### src/mul_pkg.sv
package mul_pkg;

	// Operand and product widths
	localparam int MPLIER_W = 7;
	localparam int MCAND_W  = 9;
	localparam int PROD_W   = 16;

	// Widest selected multiple is 4Y of a 9-bit value
	localparam int MULT_W = 11;

	// Radix-8 digits for a 7-bit multiplier
	localparam int NUM_DIGITS = 3;

	//////////////////////////////////////////////////////////////////////
	// AXI4-Lite register map

	localparam int AXI_ADDR_W = 4;
	localparam int AXI_DATA_W = 32;

	localparam logic [AXI_ADDR_W-1:0] ADDR_OPERAND = 4'h0;
	localparam logic [AXI_ADDR_W-1:0] ADDR_PRODUCT = 4'h4;

	// Field positions inside the operand word
	localparam int OPER_MPLIER_LSB = 0;
	localparam int OPER_MCAND_LSB  = 16;

	localparam logic [1:0] RESP_OKAY   = 2'b00;
	localparam logic [1:0] RESP_SLVERR = 2'b10;

endpackage

### src/ks_adder.sv
`timescale 1ns/100ps

module ks_adder #(
	parameter int WIDTH = 16
) (
	input  logic [WIDTH-1:0] i_a,
	input  logic [WIDTH-1:0] i_b,
	input  logic             i_cin,
	output logic [WIDTH-1:0] o_sum,
	output logic             o_cout
);

	localparam int STAGES = $clog2(WIDTH);

	logic [WIDTH-1:0] prop_bit;
	logic [WIDTH:0]   carry;

	// Group generate and propagate after each prefix stage
	wire  [WIDTH-1:0] grp_g [0:STAGES];
	wire  [WIDTH-1:0] grp_p [0:STAGES];

	assign prop_bit = i_a ^ i_b;
	assign grp_p[0] = prop_bit;

	// Carry-in folds into bit 0 as an extra generate term
	for (genvar i = 0; i < WIDTH; i++) begin : g_bit
		if (i == 0) begin : g_lsb
			assign grp_g[0][i] = (i_a[i] & i_b[i]) | (prop_bit[i] & i_cin);
		end else begin : g_upper
			assign grp_g[0][i] = i_a[i] & i_b[i];
		end
	end

	for (genvar s = 0; s < STAGES; s++) begin : g_stage
		for (genvar i = 0; i < WIDTH; i++) begin : g_node
			if (i >= (1 << s)) begin : g_black
				assign grp_g[s+1][i] = grp_g[s][i] | (grp_p[s][i] & grp_g[s][i-(1<<s)]);
				assign grp_p[s+1][i] = grp_p[s][i] & grp_p[s][i-(1<<s)];
			end else begin : g_pass
				// group already reaches bit 0
				assign grp_g[s+1][i] = grp_g[s][i];
				assign grp_p[s+1][i] = grp_p[s][i];
			end
		end
	end

	assign carry  = {grp_g[STAGES], i_cin};
	assign o_sum  = prop_bit ^ carry[WIDTH-1:0];
	assign o_cout = carry[WIDTH];

endmodule

### src/booth_multiple_gen.sv
`timescale 1ns/100ps

module booth_multiple_gen (
	input  logic [mul_pkg::MCAND_W-1:0] i_mcand,
	output logic [mul_pkg::MULT_W-1:0]  o_y,
	output logic [mul_pkg::MULT_W-1:0]  o_y2,
	output logic [mul_pkg::MULT_W-1:0]  o_y3,
	output logic [mul_pkg::MULT_W-1:0]  o_y4
);

	localparam int PAD_W = mul_pkg::MULT_W - mul_pkg::MCAND_W;

	// Easy multiples by shifting
	assign o_y  = {{PAD_W{1'b0}}, i_mcand};
	assign o_y2 = {{(PAD_W-1){1'b0}}, i_mcand, 1'b0};
	assign o_y4 = {i_mcand, 2'b00};

	// 3Y fits in MULT_W so the carry-out stays zero
	ks_adder #(
		.WIDTH (mul_pkg::MULT_W)
	) u_add_3y (
		.i_a    (o_y),
		.i_b    (o_y2),
		.i_cin  (1'b0),
		.o_sum  (o_y3),
		.o_cout ()
	);

endmodule

### src/booth_pp_gen.sv
`timescale 1ns/100ps

module booth_pp_gen (
	input  logic [3:0]                 i_window,
	input  logic [mul_pkg::MULT_W-1:0] i_y,
	input  logic [mul_pkg::MULT_W-1:0] i_y2,
	input  logic [mul_pkg::MULT_W-1:0] i_y3,
	input  logic [mul_pkg::MULT_W-1:0] i_y4,
	output logic [mul_pkg::MULT_W-1:0] o_pp,
	output logic                       o_neg
);

	logic                       sel_1;
	logic                       sel_2;
	logic                       sel_3;
	logic                       sel_4;
	logic                       sign;
	logic [mul_pkg::MULT_W-1:0] mag;

	// Digit = -4*w[3] + 2*w[2] + w[1] + w[0]
	always_comb begin
		sel_1 = 1'b0;
		sel_2 = 1'b0;
		sel_3 = 1'b0;
		sel_4 = 1'b0;
		case (i_window)
			4'b0001, 4'b0010, 4'b1101, 4'b1110: sel_1 = 1'b1;
			4'b0011, 4'b0100, 4'b1011, 4'b1100: sel_2 = 1'b1;
			4'b0101, 4'b0110, 4'b1001, 4'b1010: sel_3 = 1'b1;
			4'b0111, 4'b1000:                   sel_4 = 1'b1;
			// 0000 and 1111 select nothing
			default: ;
		endcase
	end

	assign sign = i_window[3];

	assign mag = ({mul_pkg::MULT_W{sel_1}} & i_y)
		| ({mul_pkg::MULT_W{sel_2}} & i_y2)
		| ({mul_pkg::MULT_W{sel_3}} & i_y3)
		| ({mul_pkg::MULT_W{sel_4}} & i_y4);

	// One's complement here, the +1 goes into the tree
	assign o_pp  = mag ^ {mul_pkg::MULT_W{sign}};
	assign o_neg = sign;

endmodule

### src/csa_tree.sv
`timescale 1ns/100ps

module csa_tree (
	input  logic [mul_pkg::MULT_W-1:0] i_pp0,
	input  logic [mul_pkg::MULT_W-1:0] i_pp1,
	input  logic [mul_pkg::MULT_W-1:0] i_pp2,
	input  logic                       i_neg0,
	input  logic                       i_neg1,
	input  logic                       i_neg2,
	output logic [mul_pkg::PROD_W-1:0] o_row_sum,
	output logic [mul_pkg::PROD_W-1:0] o_row_carry
);

	localparam int PW = mul_pkg::PROD_W;

	logic [PW-1:0] row0;
	logic [PW-1:0] row1;
	logic [PW-1:0] row2;
	// Carry passed sideways from column i into column i+1
	logic [PW-2:6] chain;

	function automatic logic [1:0] comp_3to2(input logic a, input logic b, input logic c);
		comp_3to2 = {(a & b) | (a & c) | (b & c), a ^ b ^ c};
	endfunction

	function automatic logic [1:0] comp_2to2(input logic a, input logic b);
		comp_2to2 = {a & b, a ^ b};
	endfunction

	// Returns cout, carry and sum; cout never depends on cin
	function automatic logic [2:0] comp_4to2(input logic a, input logic b, input logic c,
		input logic d, input logic cin);
		logic [1:0] first;
		logic [1:0] second;
		first     = comp_3to2(a, b, c);
		second    = comp_3to2(first[0], d, cin);
		comp_4to2 = {first[1], second};
	endfunction

	//////////////////////////////////////////////////////////////////////
	// Partial products with sign extension prevention
	assign row0 = {1'b0, ~i_neg0, {3{i_neg0}}, i_pp0};
	assign row1 = {1'b1, ~i_neg1, i_pp1, 3'b000};
	// Top bit of pp2 falls above the product
	assign row2 = PW'({i_pp2, 6'b000000});

	always_comb begin
		o_row_sum   = '0;
		o_row_carry = '0;
		o_row_sum[2:0] = row0[2:0];
		// Empty carry slot at column 0 takes neg0
		o_row_carry[0] = i_neg0;
		{o_row_carry[4], o_row_sum[3]} = comp_3to2(row0[3], row1[3], i_neg1);
		{o_row_carry[5], o_row_sum[4]} = comp_2to2(row0[4], row1[4]);
		{o_row_carry[6], o_row_sum[5]} = comp_2to2(row0[5], row1[5]);
		{chain[6], o_row_carry[7], o_row_sum[6]} =
			comp_4to2(row0[6], row1[6], row2[6], i_neg2, 1'b0);
		for (int i = 7; i < PW - 1; i++) begin
			{chain[i], o_row_carry[i+1], o_row_sum[i]} =
				comp_4to2(row0[i], row1[i], row2[i], 1'b0, chain[i-1]);
		end
		// Carries out of the top column are dropped
		o_row_sum[PW-1] = row0[PW-1] ^ row1[PW-1] ^ row2[PW-1] ^ chain[PW-2];
	end

endmodule

### src/booth_mul_core.sv
`timescale 1ns/100ps

module booth_mul_core #(
	parameter int MPLIER_W = mul_pkg::MPLIER_W,
	parameter int MCAND_W  = mul_pkg::MCAND_W,
	parameter int PROD_W   = mul_pkg::PROD_W
) (
	input  logic [MPLIER_W-1:0] i_mplier,
	input  logic [MCAND_W-1:0]  i_mcand,
	output logic [PROD_W-1:0]   o_product
);

	localparam int ND    = mul_pkg::NUM_DIGITS;
	localparam int EXT_W = 3 * ND + 1;

	logic [mul_pkg::MULT_W-1:0] mult_y;
	logic [mul_pkg::MULT_W-1:0] mult_y2;
	logic [mul_pkg::MULT_W-1:0] mult_y3;
	logic [mul_pkg::MULT_W-1:0] mult_y4;
	logic [EXT_W-1:0]           mplier_ext;
	logic [mul_pkg::MULT_W-1:0] pp [ND];
	logic [ND-1:0]              neg;
	logic [PROD_W-1:0]          row_sum;
	logic [PROD_W-1:0]          row_carry;

	booth_multiple_gen u_mult (
		.i_mcand (i_mcand),
		.o_y     (mult_y),
		.o_y2    (mult_y2),
		.o_y3    (mult_y3),
		.o_y4    (mult_y4)
	);

	// Zero below bit 0, zero padding above the top bit
	assign mplier_ext = {{(EXT_W - MPLIER_W - 1){1'b0}}, i_mplier, 1'b0};

	for (genvar k = 0; k < ND; k++) begin : g_digit
		booth_pp_gen u_pp (
			.i_window (mplier_ext[3*k +: 4]),
			.i_y      (mult_y),
			.i_y2     (mult_y2),
			.i_y3     (mult_y3),
			.i_y4     (mult_y4),
			.o_pp     (pp[k]),
			.o_neg    (neg[k])
		);
	end

	csa_tree u_tree (
		.i_pp0       (pp[0]),
		.i_pp1       (pp[1]),
		.i_pp2       (pp[2]),
		.i_neg0      (neg[0]),
		.i_neg1      (neg[1]),
		.i_neg2      (neg[2]),
		.o_row_sum   (row_sum),
		.o_row_carry (row_carry)
	);

	ks_adder #(
		.WIDTH (PROD_W)
	) u_cpa (
		.i_a    (row_sum),
		.i_b    (row_carry),
		.i_cin  (1'b0),
		.o_sum  (o_product),
		.o_cout ()
	);

endmodule

### src/axil_mul_regs.sv
`timescale 1ns/100ps

module axil_mul_regs #(
	parameter int MPLIER_W = mul_pkg::MPLIER_W,
	parameter int MCAND_W  = mul_pkg::MCAND_W,
	parameter int PROD_W   = mul_pkg::PROD_W
) (
	input  logic                              i_clk,
	input  logic                              i_rst_n,
	input  logic                              i_awvalid,
	input  logic [mul_pkg::AXI_ADDR_W-1:0]    i_awaddr,
	output logic                              o_awready,
	input  logic                              i_wvalid,
	input  logic [mul_pkg::AXI_DATA_W-1:0]    i_wdata,
	input  logic [mul_pkg::AXI_DATA_W/8-1:0]  i_wstrb,
	output logic                              o_wready,
	output logic                              o_bvalid,
	output logic [1:0]                        o_bresp,
	input  logic                              i_bready,
	input  logic                              i_arvalid,
	input  logic [mul_pkg::AXI_ADDR_W-1:0]    i_araddr,
	output logic                              o_arready,
	output logic                              o_rvalid,
	output logic [mul_pkg::AXI_DATA_W-1:0]    o_rdata,
	output logic [1:0]                        o_rresp,
	input  logic                              i_rready,
	output logic [MPLIER_W-1:0]               o_mplier,
	output logic [MCAND_W-1:0]                o_mcand,
	input  logic [PROD_W-1:0]                 i_product
);

	localparam int DATA_W = mul_pkg::AXI_DATA_W;

	logic [MPLIER_W-1:0] mplier_q;
	logic [MCAND_W-1:0]  mcand_q;
	logic [PROD_W-1:0]   product_q;
	logic [DATA_W-1:0]   oper_word;
	logic [DATA_W-1:0]   oper_merged;

	logic        wr_ready_q;
	logic        wr_fire;
	logic        wr_addr_ok;
	logic        wr_done_q;
	logic        bvalid_q;
	logic [1:0]  bresp_q;

	logic              arready_q;
	logic              rd_fire;
	logic              rvalid_d;
	logic              rvalid_q;
	logic [DATA_W-1:0] rdata_d;
	logic [DATA_W-1:0] rdata_q;
	logic [1:0]        rresp_d;
	logic [1:0]        rresp_q;

	// Stored fields as seen on the bus, unused bits read 0
	assign oper_word = (DATA_W'(mplier_q) << mul_pkg::OPER_MPLIER_LSB)
		| (DATA_W'(mcand_q) << mul_pkg::OPER_MCAND_LSB);

	//////////////////////////////////////////////////////////////////////
	// Write path

	assign wr_fire    = wr_ready_q & i_awvalid & i_wvalid;
	assign wr_addr_ok = (i_awaddr == mul_pkg::ADDR_OPERAND);

	always_comb begin
		for (int b = 0; b < DATA_W / 8; b++) begin
			oper_merged[8*b +: 8] = i_wstrb[b] ? i_wdata[8*b +: 8] : oper_word[8*b +: 8];
		end
	end

	always_ff @(posedge i_clk) begin
		if (!i_rst_n) begin
			wr_ready_q <= 1'b0;
			wr_done_q  <= 1'b0;
			bvalid_q   <= 1'b0;
		end else begin
			// Single-cycle ready, never while a response is owed
			wr_ready_q <= i_awvalid & i_wvalid & ~wr_ready_q & ~wr_done_q & ~bvalid_q;
			wr_done_q  <= wr_fire;
			if (wr_done_q) begin
				bvalid_q <= 1'b1;
			end else if (i_bready) begin
				bvalid_q <= 1'b0;
			end
		end
	end

	always_ff @(posedge i_clk) begin
		if (wr_fire) begin
			bresp_q <= wr_addr_ok ? mul_pkg::RESP_OKAY : mul_pkg::RESP_SLVERR;
		end
	end

	always_ff @(posedge i_clk) begin
		if (!i_rst_n) begin
			mplier_q <= '0;
			mcand_q  <= '0;
		end else if (wr_fire && wr_addr_ok) begin
			mplier_q <= oper_merged[mul_pkg::OPER_MPLIER_LSB +: MPLIER_W];
			mcand_q  <= oper_merged[mul_pkg::OPER_MCAND_LSB +: MCAND_W];
		end
	end

	// Product settles one cycle behind the operands
	always_ff @(posedge i_clk) begin
		if (!i_rst_n) begin
			product_q <= '0;
		end else if (wr_done_q && (bresp_q == mul_pkg::RESP_OKAY)) begin
			product_q <= i_product;
		end
	end

	//////////////////////////////////////////////////////////////////////
	// Read path

	assign rd_fire  = arready_q & i_arvalid;
	assign rvalid_d = rd_fire | (rvalid_q & ~i_rready);

	always_comb begin
		rdata_d = '0;
		rresp_d = mul_pkg::RESP_OKAY;
		case (i_araddr)
			mul_pkg::ADDR_OPERAND: rdata_d = oper_word;
			mul_pkg::ADDR_PRODUCT: rdata_d = DATA_W'(product_q);
			default:               rresp_d = mul_pkg::RESP_SLVERR;
		endcase
	end

	always_ff @(posedge i_clk) begin
		if (!i_rst_n) begin
			arready_q <= 1'b0;
			rvalid_q  <= 1'b0;
		end else begin
			arready_q <= ~rvalid_d;
			rvalid_q  <= rvalid_d;
		end
	end

	always_ff @(posedge i_clk) begin
		if (rd_fire) begin
			rdata_q <= rdata_d;
			rresp_q <= rresp_d;
		end
	end

	assign o_awready = wr_ready_q;
	assign o_wready  = wr_ready_q;
	assign o_bvalid  = bvalid_q;
	assign o_bresp   = bresp_q;
	assign o_arready = arready_q;
	assign o_rvalid  = rvalid_q;
	assign o_rdata   = rdata_q;
	assign o_rresp   = rresp_q;
	assign o_mplier  = mplier_q;
	assign o_mcand   = mcand_q;

endmodule

### src/mul_axil_top.sv
`timescale 1ns/100ps

module mul_axil_top (
	input  logic                              i_clk,
	input  logic                              i_rst_n,
	input  logic                              i_awvalid,
	input  logic [mul_pkg::AXI_ADDR_W-1:0]    i_awaddr,
	output logic                              o_awready,
	input  logic                              i_wvalid,
	input  logic [mul_pkg::AXI_DATA_W-1:0]    i_wdata,
	input  logic [mul_pkg::AXI_DATA_W/8-1:0]  i_wstrb,
	output logic                              o_wready,
	output logic                              o_bvalid,
	output logic [1:0]                        o_bresp,
	input  logic                              i_bready,
	input  logic                              i_arvalid,
	input  logic [mul_pkg::AXI_ADDR_W-1:0]    i_araddr,
	output logic                              o_arready,
	output logic                              o_rvalid,
	output logic [mul_pkg::AXI_DATA_W-1:0]    o_rdata,
	output logic [1:0]                        o_rresp,
	input  logic                              i_rready
);

	logic [mul_pkg::MPLIER_W-1:0] mplier;
	logic [mul_pkg::MCAND_W-1:0]  mcand;
	logic [mul_pkg::PROD_W-1:0]   product;

	axil_mul_regs #(
		.MPLIER_W (mul_pkg::MPLIER_W),
		.MCAND_W  (mul_pkg::MCAND_W),
		.PROD_W   (mul_pkg::PROD_W)
	) u_regs (
		.i_clk     (i_clk),
		.i_rst_n   (i_rst_n),
		.i_awvalid (i_awvalid),
		.i_awaddr  (i_awaddr),
		.o_awready (o_awready),
		.i_wvalid  (i_wvalid),
		.i_wdata   (i_wdata),
		.i_wstrb   (i_wstrb),
		.o_wready  (o_wready),
		.o_bvalid  (o_bvalid),
		.o_bresp   (o_bresp),
		.i_bready  (i_bready),
		.i_arvalid (i_arvalid),
		.i_araddr  (i_araddr),
		.o_arready (o_arready),
		.o_rvalid  (o_rvalid),
		.o_rdata   (o_rdata),
		.o_rresp   (o_rresp),
		.i_rready  (i_rready),
		.o_mplier  (mplier),
		.o_mcand   (mcand),
		.i_product (product)
	);

	// Purely combinational multiplier between the registers
	booth_mul_core #(
		.MPLIER_W (mul_pkg::MPLIER_W),
		.MCAND_W  (mul_pkg::MCAND_W),
		.PROD_W   (mul_pkg::PROD_W)
	) u_core (
		.i_mplier  (mplier),
		.i_mcand   (mcand),
		.o_product (product)
	);

endmodule

### config.mk
export PLATFORM = sky130hd
export DESIGN_NAME = mul_axil_top
export DESIGN_NICKNAME = d
export VERILOG_FILES = /design/src/mul_pkg.sv /design/src/ks_adder.sv /design/src/booth_multiple_gen.sv /design/src/booth_pp_gen.sv /design/src/csa_tree.sv /design/src/booth_mul_core.sv /design/src/axil_mul_regs.sv /design/src/mul_axil_top.sv
export SDC_FILE = /design/constraint.sdc
export NUM_CORES = 1
export LEC_CHECK = 0
export BUFFER_PORTS_ARGS = -buffer_cell sky130_fd_sc_hd__buf_4
export CORE_UTILIZATION = 61
export DETAILED_ROUTE_END_ITERATION = 16
export GPL_ROUTABILITY_DRIVEN = 0
export GPL_TIMING_DRIVEN = 0
export HOLD_SLACK_MARGIN = 0.02
export PLACE_DENSITY = 0.83
export SLEW_MARGIN = 0
export SYNTH_ARGS = -nofsm -noshare
export SYNTH_HDL_FRONTEND = slang
export SYNTH_SLANG_ARGS = --single-unit
### constraint.sdc
create_clock -name i_clk -period 8.38 [get_ports i_clk]
set_input_delay 0.838 -clock i_clk [delete_from_list [all_inputs] [get_ports i_clk]]
set_output_delay 0.838 -clock i_clk [all_outputs]
set_load 0.05 [all_outputs]
# [Word-level counts from Yosys, hierarchy flattened]
# Cells that the tools add are included.
[totals] regBits=73 in_bits=51 out_inout_bits=41 elab_cells=379
[op_classes] n_eq_ne=25 n_mux=18 bitwise_logic=310 reduce_logical=15
[ops] cell="1-bit AND" count=171
[ops] cell="1-bit bitwise OR" count=76
[ops] cell="11-bit bitwise OR" count=6
[ops] cell="25-bit one-hot mux with 2 select lines" count=1
[ops] cell="11-bit AND" count=4
[ops] cell="11-bit XOR" count=3
[ops] cell="16-bit XOR" count=2
[ops] cell="1-bit XOR" count=31
[ops] cell="4-bit == test (second input constant)" count=7
[ops] cell="7-bit by 25-bit bitwise OR with 25-bit output" count=1
[ops] cell="11-bit by 10-bit AND with 11-bit output" count=2
[ops] cell="11-bit by 9-bit AND with 11-bit output" count=2
[ops] cell="4-bit by 3-bit == test with 1-bit output (second input constant)" count=5
[ops] cell="1-bit 2-to-1 mux" count=13
[ops] cell="3-bit == test (second input constant)" count=4
[ops] cell="2-bit OR reduction" count=6
[ops] cell="4-bit OR reduction" count=3
[ops] cell="10-bit AND" count=1
[ops] cell="10-bit by 9-bit AND with 10-bit output" count=1
[ops] cell="10-bit bitwise OR" count=1
[ops] cell="9-bit by 10-bit XOR with 10-bit output" count=1
[ops] cell="4-bit by 2-bit == test with 1-bit output (second input constant)" count=2
[ops] cell="4-bit logical NOT" count=2
[ops] cell="8-bit 2-to-1 mux" count=1
[ops] cell="other kinds (11)" count=22

# [Logic depth before layout (Yosys ltp)]
[logic_depth] depth_word=26 ltp_mapped=21 depth_no_buf=21

# [By module]
# From an unflattened synthesis, not the netlist that was laid out.
[unflattened] cells_unflattened=724 hier_area_um2=6437.4
[by_module_without_submodules] module="axil_mul_regs" n_inst=1 cells_each=239 area_per_inst_um2=2532.4 seq_area_each_um2=1551.5
[by_module_without_submodules] module="booth_pp_gen" n_inst=3 cells_each=84 area_per_inst_um2=659.4 seq_area_each_um2=0.0
[by_module_without_submodules] module="ks_adder (u_core.u_cpa)" n_inst=1 cells_each=107 area_per_inst_um2=788.3 seq_area_each_um2=0.0
[by_module_without_submodules] module="ks_adder (u_core.u_mult.u_add_3y)" n_inst=1 cells_each=59 area_per_inst_um2=473.0 seq_area_each_um2=0.0
[by_module_without_submodules] module="csa_tree" n_inst=1 cells_each=32 area_per_inst_um2=410.4 seq_area_each_um2=0.0
[by_module_without_submodules] module="booth_multiple_gen" n_inst=1 cells_each=34 area_per_inst_um2=251.5 seq_area_each_um2=0.0
[by_module_without_submodules] module="booth_mul_core" n_inst=1 cells_each=1 area_per_inst_um2=3.8 seq_area_each_um2=0.0

# [Worst setup path after synthesis]
# No wires, ideal clock.
[synth_path] path_type="reg2reg" start="register u_regs.mcand_q[1] (netlist: u_regs.o_mcand[1])" end="register u_regs.product_q[15]" setup_time_ns=0.134 arrival_ns=4.727 setup_slack_ns=3.519 path_stages_with_launch=22 path_buffers=0 period_less_slack_ns=4.861 path_cell_list="dfxtp_1 ha_1 fa_1 a21o_1 a21oi_1 nor2b_1 o21ai_0 a221oi_1 xnor2_1 nor2_1 o311ai_0 fa_1 inv_1 ha_1 ha_1 a21o_1 a21o_1 a21oi_1 nor3_1 a21oi_1 nor2_1 or4_1"
[synth_between] elab_chain_len=25 word_cells_on_any_way=171
[synth_rtl] item="start, declared" line_no="axil_mul_regs.sv:35" text="logic [MCAND_W-1:0] mcand_q;"
[synth_rtl] item="start signal, assigned" line_no="axil_mul_regs.sv:101" text="mcand_q <= oper_merged[mul_pkg::OPER_MCAND_LSB +: MCAND_W];"
[synth_rtl] item="1-bit AND" line_no="ks_adder.sv:30" text="assign grp_g[0][i] = i_a[i] & i_b[i];"
[synth_rtl] item="1-bit AND" line_no="ks_adder.sv:37" text="assign grp_g[s+1][i] = grp_g[s][i] | (grp_p[s][i] & grp_g[s][i-(1<<s)]);"
[synth_rtl] item="1-bit bitwise OR" line_no="ks_adder.sv:37"
[synth_rtl] item="1-bit AND" line_no="ks_adder.sv:37"
[synth_rtl] item="1-bit bitwise OR" line_no="ks_adder.sv:37"
[synth_rtl] item="1-bit AND" line_no="ks_adder.sv:37"
[synth_rtl] item="1-bit bitwise OR (2 in a row)" line_no="ks_adder.sv:37"
[synth_rtl] item="11-bit XOR" line_no="ks_adder.sv:48" text="assign o_sum = prop_bit ^ carry[WIDTH-1:0];"
[synth_rtl] item="[5 not listed]"
[synth_rtl] item="1-bit bitwise OR (2 in a row)" line_no="csa_tree.sv:23" text="comp_3to2 = {(a & b) | (a & c) | (b & c), a ^ b ^ c};"
[synth_rtl] item="1-bit AND / 1-bit XOR (equally long branches)" line_no="csa_tree.sv:23"
[synth_rtl] item="16-bit XOR / 1-bit AND (equally long branches)" line_no="ks_adder.sv:22, ks_adder.sv:30"
[synth_rtl] item="1-bit AND" line_no="ks_adder.sv:37"
[synth_rtl] item="1-bit bitwise OR" line_no="ks_adder.sv:37"
[synth_rtl] item="1-bit AND" line_no="ks_adder.sv:37"
[synth_rtl] item="1-bit bitwise OR (3 in a row)" line_no="ks_adder.sv:37"
[synth_rtl] item="16-bit XOR *" line_no="ks_adder.sv:48"
[synth_rtl] item="end signal, assigned" line_no="axil_mul_regs.sv:110" text="product_q <= i_product;"
[synth_rtl] item="end, declared" line_no="axil_mul_regs.sv:36" text="logic [PROD_W-1:0] product_q;"
# Every way passes the cells marked *; elsewhere a longest branch is shown, timed or not.
# A chain may end at the register's enable or synchronous reset.

# [Worst setup path in the final report]
[layout_path] start="register u_regs.mcand_q[0] (netlist: u_regs.o_mcand[0])" end="register u_regs.product_q[15]"
[layout_between] elab_chain_len=24 word_cells_on_any_way=163
[layout_rtl] item="1-bit AND" line_no="ks_adder.sv:30"
[layout_rtl] item="1-bit AND" line_no="ks_adder.sv:37"
[layout_rtl] item="1-bit bitwise OR" line_no="ks_adder.sv:37"
[layout_rtl] item="1-bit AND" line_no="ks_adder.sv:37"
[layout_rtl] item="1-bit bitwise OR" line_no="ks_adder.sv:37"
[layout_rtl] item="1-bit AND" line_no="ks_adder.sv:37"
[layout_rtl] item="1-bit bitwise OR" line_no="ks_adder.sv:37"
[layout_rtl] item="11-bit XOR" line_no="ks_adder.sv:48"
[layout_rtl] item="[7 not listed]"
[layout_rtl] item="1-bit AND / 1-bit XOR (equally long branches)" line_no="csa_tree.sv:23"
[layout_rtl] item="1-bit AND / 16-bit XOR (equally long branches)" line_no="ks_adder.sv:30, ks_adder.sv:22"
[layout_rtl] item="1-bit AND, on equally long branches" line_no="ks_adder.sv:37, ks_adder.sv:38"
[layout_rtl] item="1-bit bitwise OR / 1-bit AND (equally long branches)" line_no="ks_adder.sv:37"
[layout_rtl] item="1-bit AND / 1-bit bitwise OR (equally long branches)" line_no="ks_adder.sv:37"
[layout_rtl] item="1-bit bitwise OR / 1-bit AND (equally long branches)" line_no="ks_adder.sv:37"
[layout_rtl] item="1-bit bitwise OR (2 in a row)" line_no="ks_adder.sv:37"
[layout_rtl] item="16-bit XOR *" line_no="ks_adder.sv:48"
# Marked as above.

==> flow_metrics.env <==
export IMPL_outcome="finished, final reports clean"
export IMPL_dp_hpwl_um=9790
export IMPL_tritoncts="yes"
export IMPL_synth_ff_type="dfxtp_1"
export IMPL_syn_inst=572
export IMPL_core_um2=7810
export IMPL_clkTransAtPathRegs_ns=0.08
export IMPL_antenna_cells_inserted=0
export IMPL_slew_violations=0
export IMPL_critPathKind="flip-flop to flip-flop"
export IMPL_clockPowerShare_pct=42.0
export IMPL_synth_top_family_by_area="compound AO/OA/AOI/OAI gates"
export IMPL_endpoint_kind="flip-flop"
export IMPL_post_place_ws_ns=2.74
export IMPL_relSlewSlack_pct=34.2
export IMPL_seq_power_share_pct=48.5
export IMPL_clockRootBuffer="clkbuf_8"
export IMPL_leakage_uw=0.00269
export IMPL_p_int_uw=497
export IMPL_drt_iter0_drc=577
export IMPL_ys_async_sr_fraction_pct=0
export IMPL_io_buffer_count=64
export IMPL_grt_overflow_total=0
export IMPL_tns_ns=0
export IMPL_cp_arrival_ns=6.10
export IMPL_layout_nets=748
export IMPL_layout_drive_gt1_share_pct=16.4
export IMPL_synth_cell_type_count=62
export IMPL_cts_repair_resized=0
export IMPL_dp_cells=746
export IMPL_wl_per_cell_um=17.6
export IMPL_synth_area_um2=5000
export IMPL_postSynthRegisterBits=64
export IMPL_synthTopCellsByArea="edfxtp_1 16%, dfxtp_1 15%, ha_1 8.0%"
export IMPL_peakVddDrop_v=0.0000696
export IMPL_final_cells=762
export IMPL_rsz0062_at_grt="false"
export IMPL_fin_ws_ns=2.51
export IMPL_cts_htree_levels=3
export IMPL_numCtsBuffers=9
export IMPL_rows=32
export IMPL_vias=4818
export IMPL_r2r_start="u_regs.o_mcand[0]"
export IMPL_cp_data_required_time_ns=8.61
export IMPL_avgSynthCellArea_um2=8.73
export IMPL_cp_start_kind="flip-flop"
export IMPL_finalSetupViolCount=0
export IMPL_synth_compound_area_share_pct=19.8
export IMPL_synth_simple_gate_area_share_pct=17.6
export IMPL_hold_class="flip-flop to flip-flop"
export IMPL_initial_utilization_pct=64.0
export IMPL_synth_edf_count=27
export IMPL_fmax_ghz=0.170
export IMPL_die_y_um=92.5
export IMPL_tightest_slew_ns=0.986
export IMPL_cts_setup_buffers=0
export IMPL_synth_top_area_cell="edfxtp_1"
export IMPL_dieArea_um2=8560
export IMPL_layout_common_cells="75 x buf_4, 48 x nand2_1, 40 x nor2_1, 37 x dfxtp_1"
export IMPL_fillers=571
export IMPL_mostFrequentLayoutCell="buf_4"
export IMPL_final_period_utilization_pct=70.0
export IMPL_grt_first_pass_wirelength_um=21100
export IMPL_yosysWarningCount=0
export IMPL_synthMuxAreaShare_pct=7.09
export IMPL_crit_path_start="u_regs.o_mcand[0]"
export IMPL_synth_xor_area_share_pct=5.96
export IMPL_pwr_share_comb_pct=9.5
export IMPL_ctsHoldBuffers=0
export IMPL_synthAdderAreaFrac_pct=12.0
export IMPL_wirelength_um=13400
export IMPL_hold_slack_ns=0.456
export IMPL_antenna_found_initial=0
export IMPL_synth_seq_area_share_pct=31.1
export IMPL_grt_pass1_vias=4285
export IMPL_io_pins=92
export IMPL_fin_skew_ns=0.0129
export IMPL_cap_violations=0
export IMPL_drcViolationCount=0
export IMPL_syn_to_final_growth_pct=16.9
export IMPL_clockBufferDepth=2
export IMPL_grt_start_max_net_pins=27
export IMPL_avgViaCountPerCell=6.32
export IMPL_worstHoldStart="u_regs.product_q[10]"
export IMPL_final_core_util_pct=74.8
export IMPL_p_per_area_nw_per_um2=117
export IMPL_die_w_um=92.5
export IMPL_hold_viol_final=0
export IMPL_p_sw_share_pct=27.1
export IMPL_period_minus_slack_ns=5.87
export IMPL_synth_top_area_share_pct=16.2
export IMPL_clk_latency_ns=0.37
export IMPL_grt_usage_pct=31.8
export IMPL_first_pass_iters=5
export IMPL_ant_nets=0
export IMPL_crit_fanout=7
export IMPL_clkSinkCount=64
export IMPL_switchingPower_uw=185
-- logic make-up after synthesis --
family          after synthesis
xor+xnor                     34
buf+inv                      73
compound gates              145
other cells                   1
fa+ha+maj                    42
mux                          34
flops                        64
simple gates                179
-- critical path: stages, from the launching register on --
cell and delay (ns):
dfxtp_1 0.40, ha_1 0.27, fa_1 0.40, a21o_1 0.17
a21oi_1 0.24, nor2b_1 0.08, o21ai_0 0.24, a221oi_1 0.14
xnor2_1 0.37, nor2_1 0.07, o311ai_0 0.74, fa_1 0.54
inv_1 0.07, ha_1 0.23, ha_1 0.39, a21o_1 0.23
a21o_1 0.18, a21oi_1 0.21, nor3_1 0.09, a21oi_1 0.12
nor2_1 0.05, or4_1 0.51
-- per-stage QoR --
step                      cell area [µm²]  total power [µW]
after global routing                 5840               697
after CTS                            5840               681
after floorplan                      5030               379
after global placement               5630               401
final                                5840               682
after detailed placement             5630               402
-- power groups by stage --
stage / clock network, µW / registers, µW / logic (µW)
after floorplan: 0 / 355 / 23.6
after global placement: 0 / 338 / 63.4
after detailed placement: 0 / 338 / 64.4
after CTS: 286 / 331 / 64.5
after global routing: 298 / 331 / 67.8
final: 287 / 331 / 64.5
-- registers in the layout, summed over array words and instances (netlist names) --
name              cells
u_regs.o_rdata       25
u_regs.product_q     16
u_regs.o_mcand        9
u_regs.o_mplier       7
u_regs.o_arready      1
u_regs.o_awready      1
u_regs.o_bresp        1
u_regs.o_bvalid       1
u_regs.o_rresp        1
u_regs.o_rvalid       1
u_regs.wr_done_q      1
-- Yosys cell counts (all sizes together) (2+ instances only) --
cell type,count
nand3,16
o21ai,30
fa,10
a31o,4
a22oi,12
nor2,40
nand3b,3
nand2,48
nor2b,8
dfxtp,37
nand4,2
clkbuf,33
a222oi,2
a41o,2
o221ai,2
nor3,16
a21oi,33
or4,3
mux2i,32
a21o,9
a211oi,4
and3,16
a311o,2
or2,3
edfxtp,27
buf,19
inv,21
xnor2,15
o22ai,4
and2,12
nand2b,5
o31ai,5
o211ai,6
o21a,2
or3,3
o31a,3
xor2,19
ha,32
o311ai,3
a221oi,4
a31oi,8
a22o,4
-- final timing paths --
check | endpoint | slack [ns] | depth (start not counted)
worst max register to register | u_regs.product_q[15] | 2.51 | 21
worst max-delay path | u_regs.product_q[15] | 2.51 | 21
worst min register to register | u_regs.product_q[10] | 0.46 | 2
worst min-delay path | u_regs.product_q[10] | 0.46 | 2
-- layer usage --
layer,track usage (%),routed length (µm),vias to the layer above
li1,-,-,2222
met1,42.6,5500,2214
met2,49.1,6000,314
met3,6.81,1400,68
met4,14.3,518,0
met5,0,0,-
-- cell type report --
class | count | area [µm²] | share of cell area [%]
Inverter | 21 | 78.8 | 1.35
Buffer | 52 | 239 | 4.09
Timing Repair Buffer | 64 | 480 | 8.23
Clock inverter | 6 | 67.6 | 1.16
Clock buffer | 10 | 138 | 2.36
Tap cell | 102 | 128 | 2.19
Sequential cell | 64 | 1550 | 26.6
Multi-Input combinational cell | 443 | 3160 | 54.1
No activity file was read; power rests on OpenSTA's default activity.
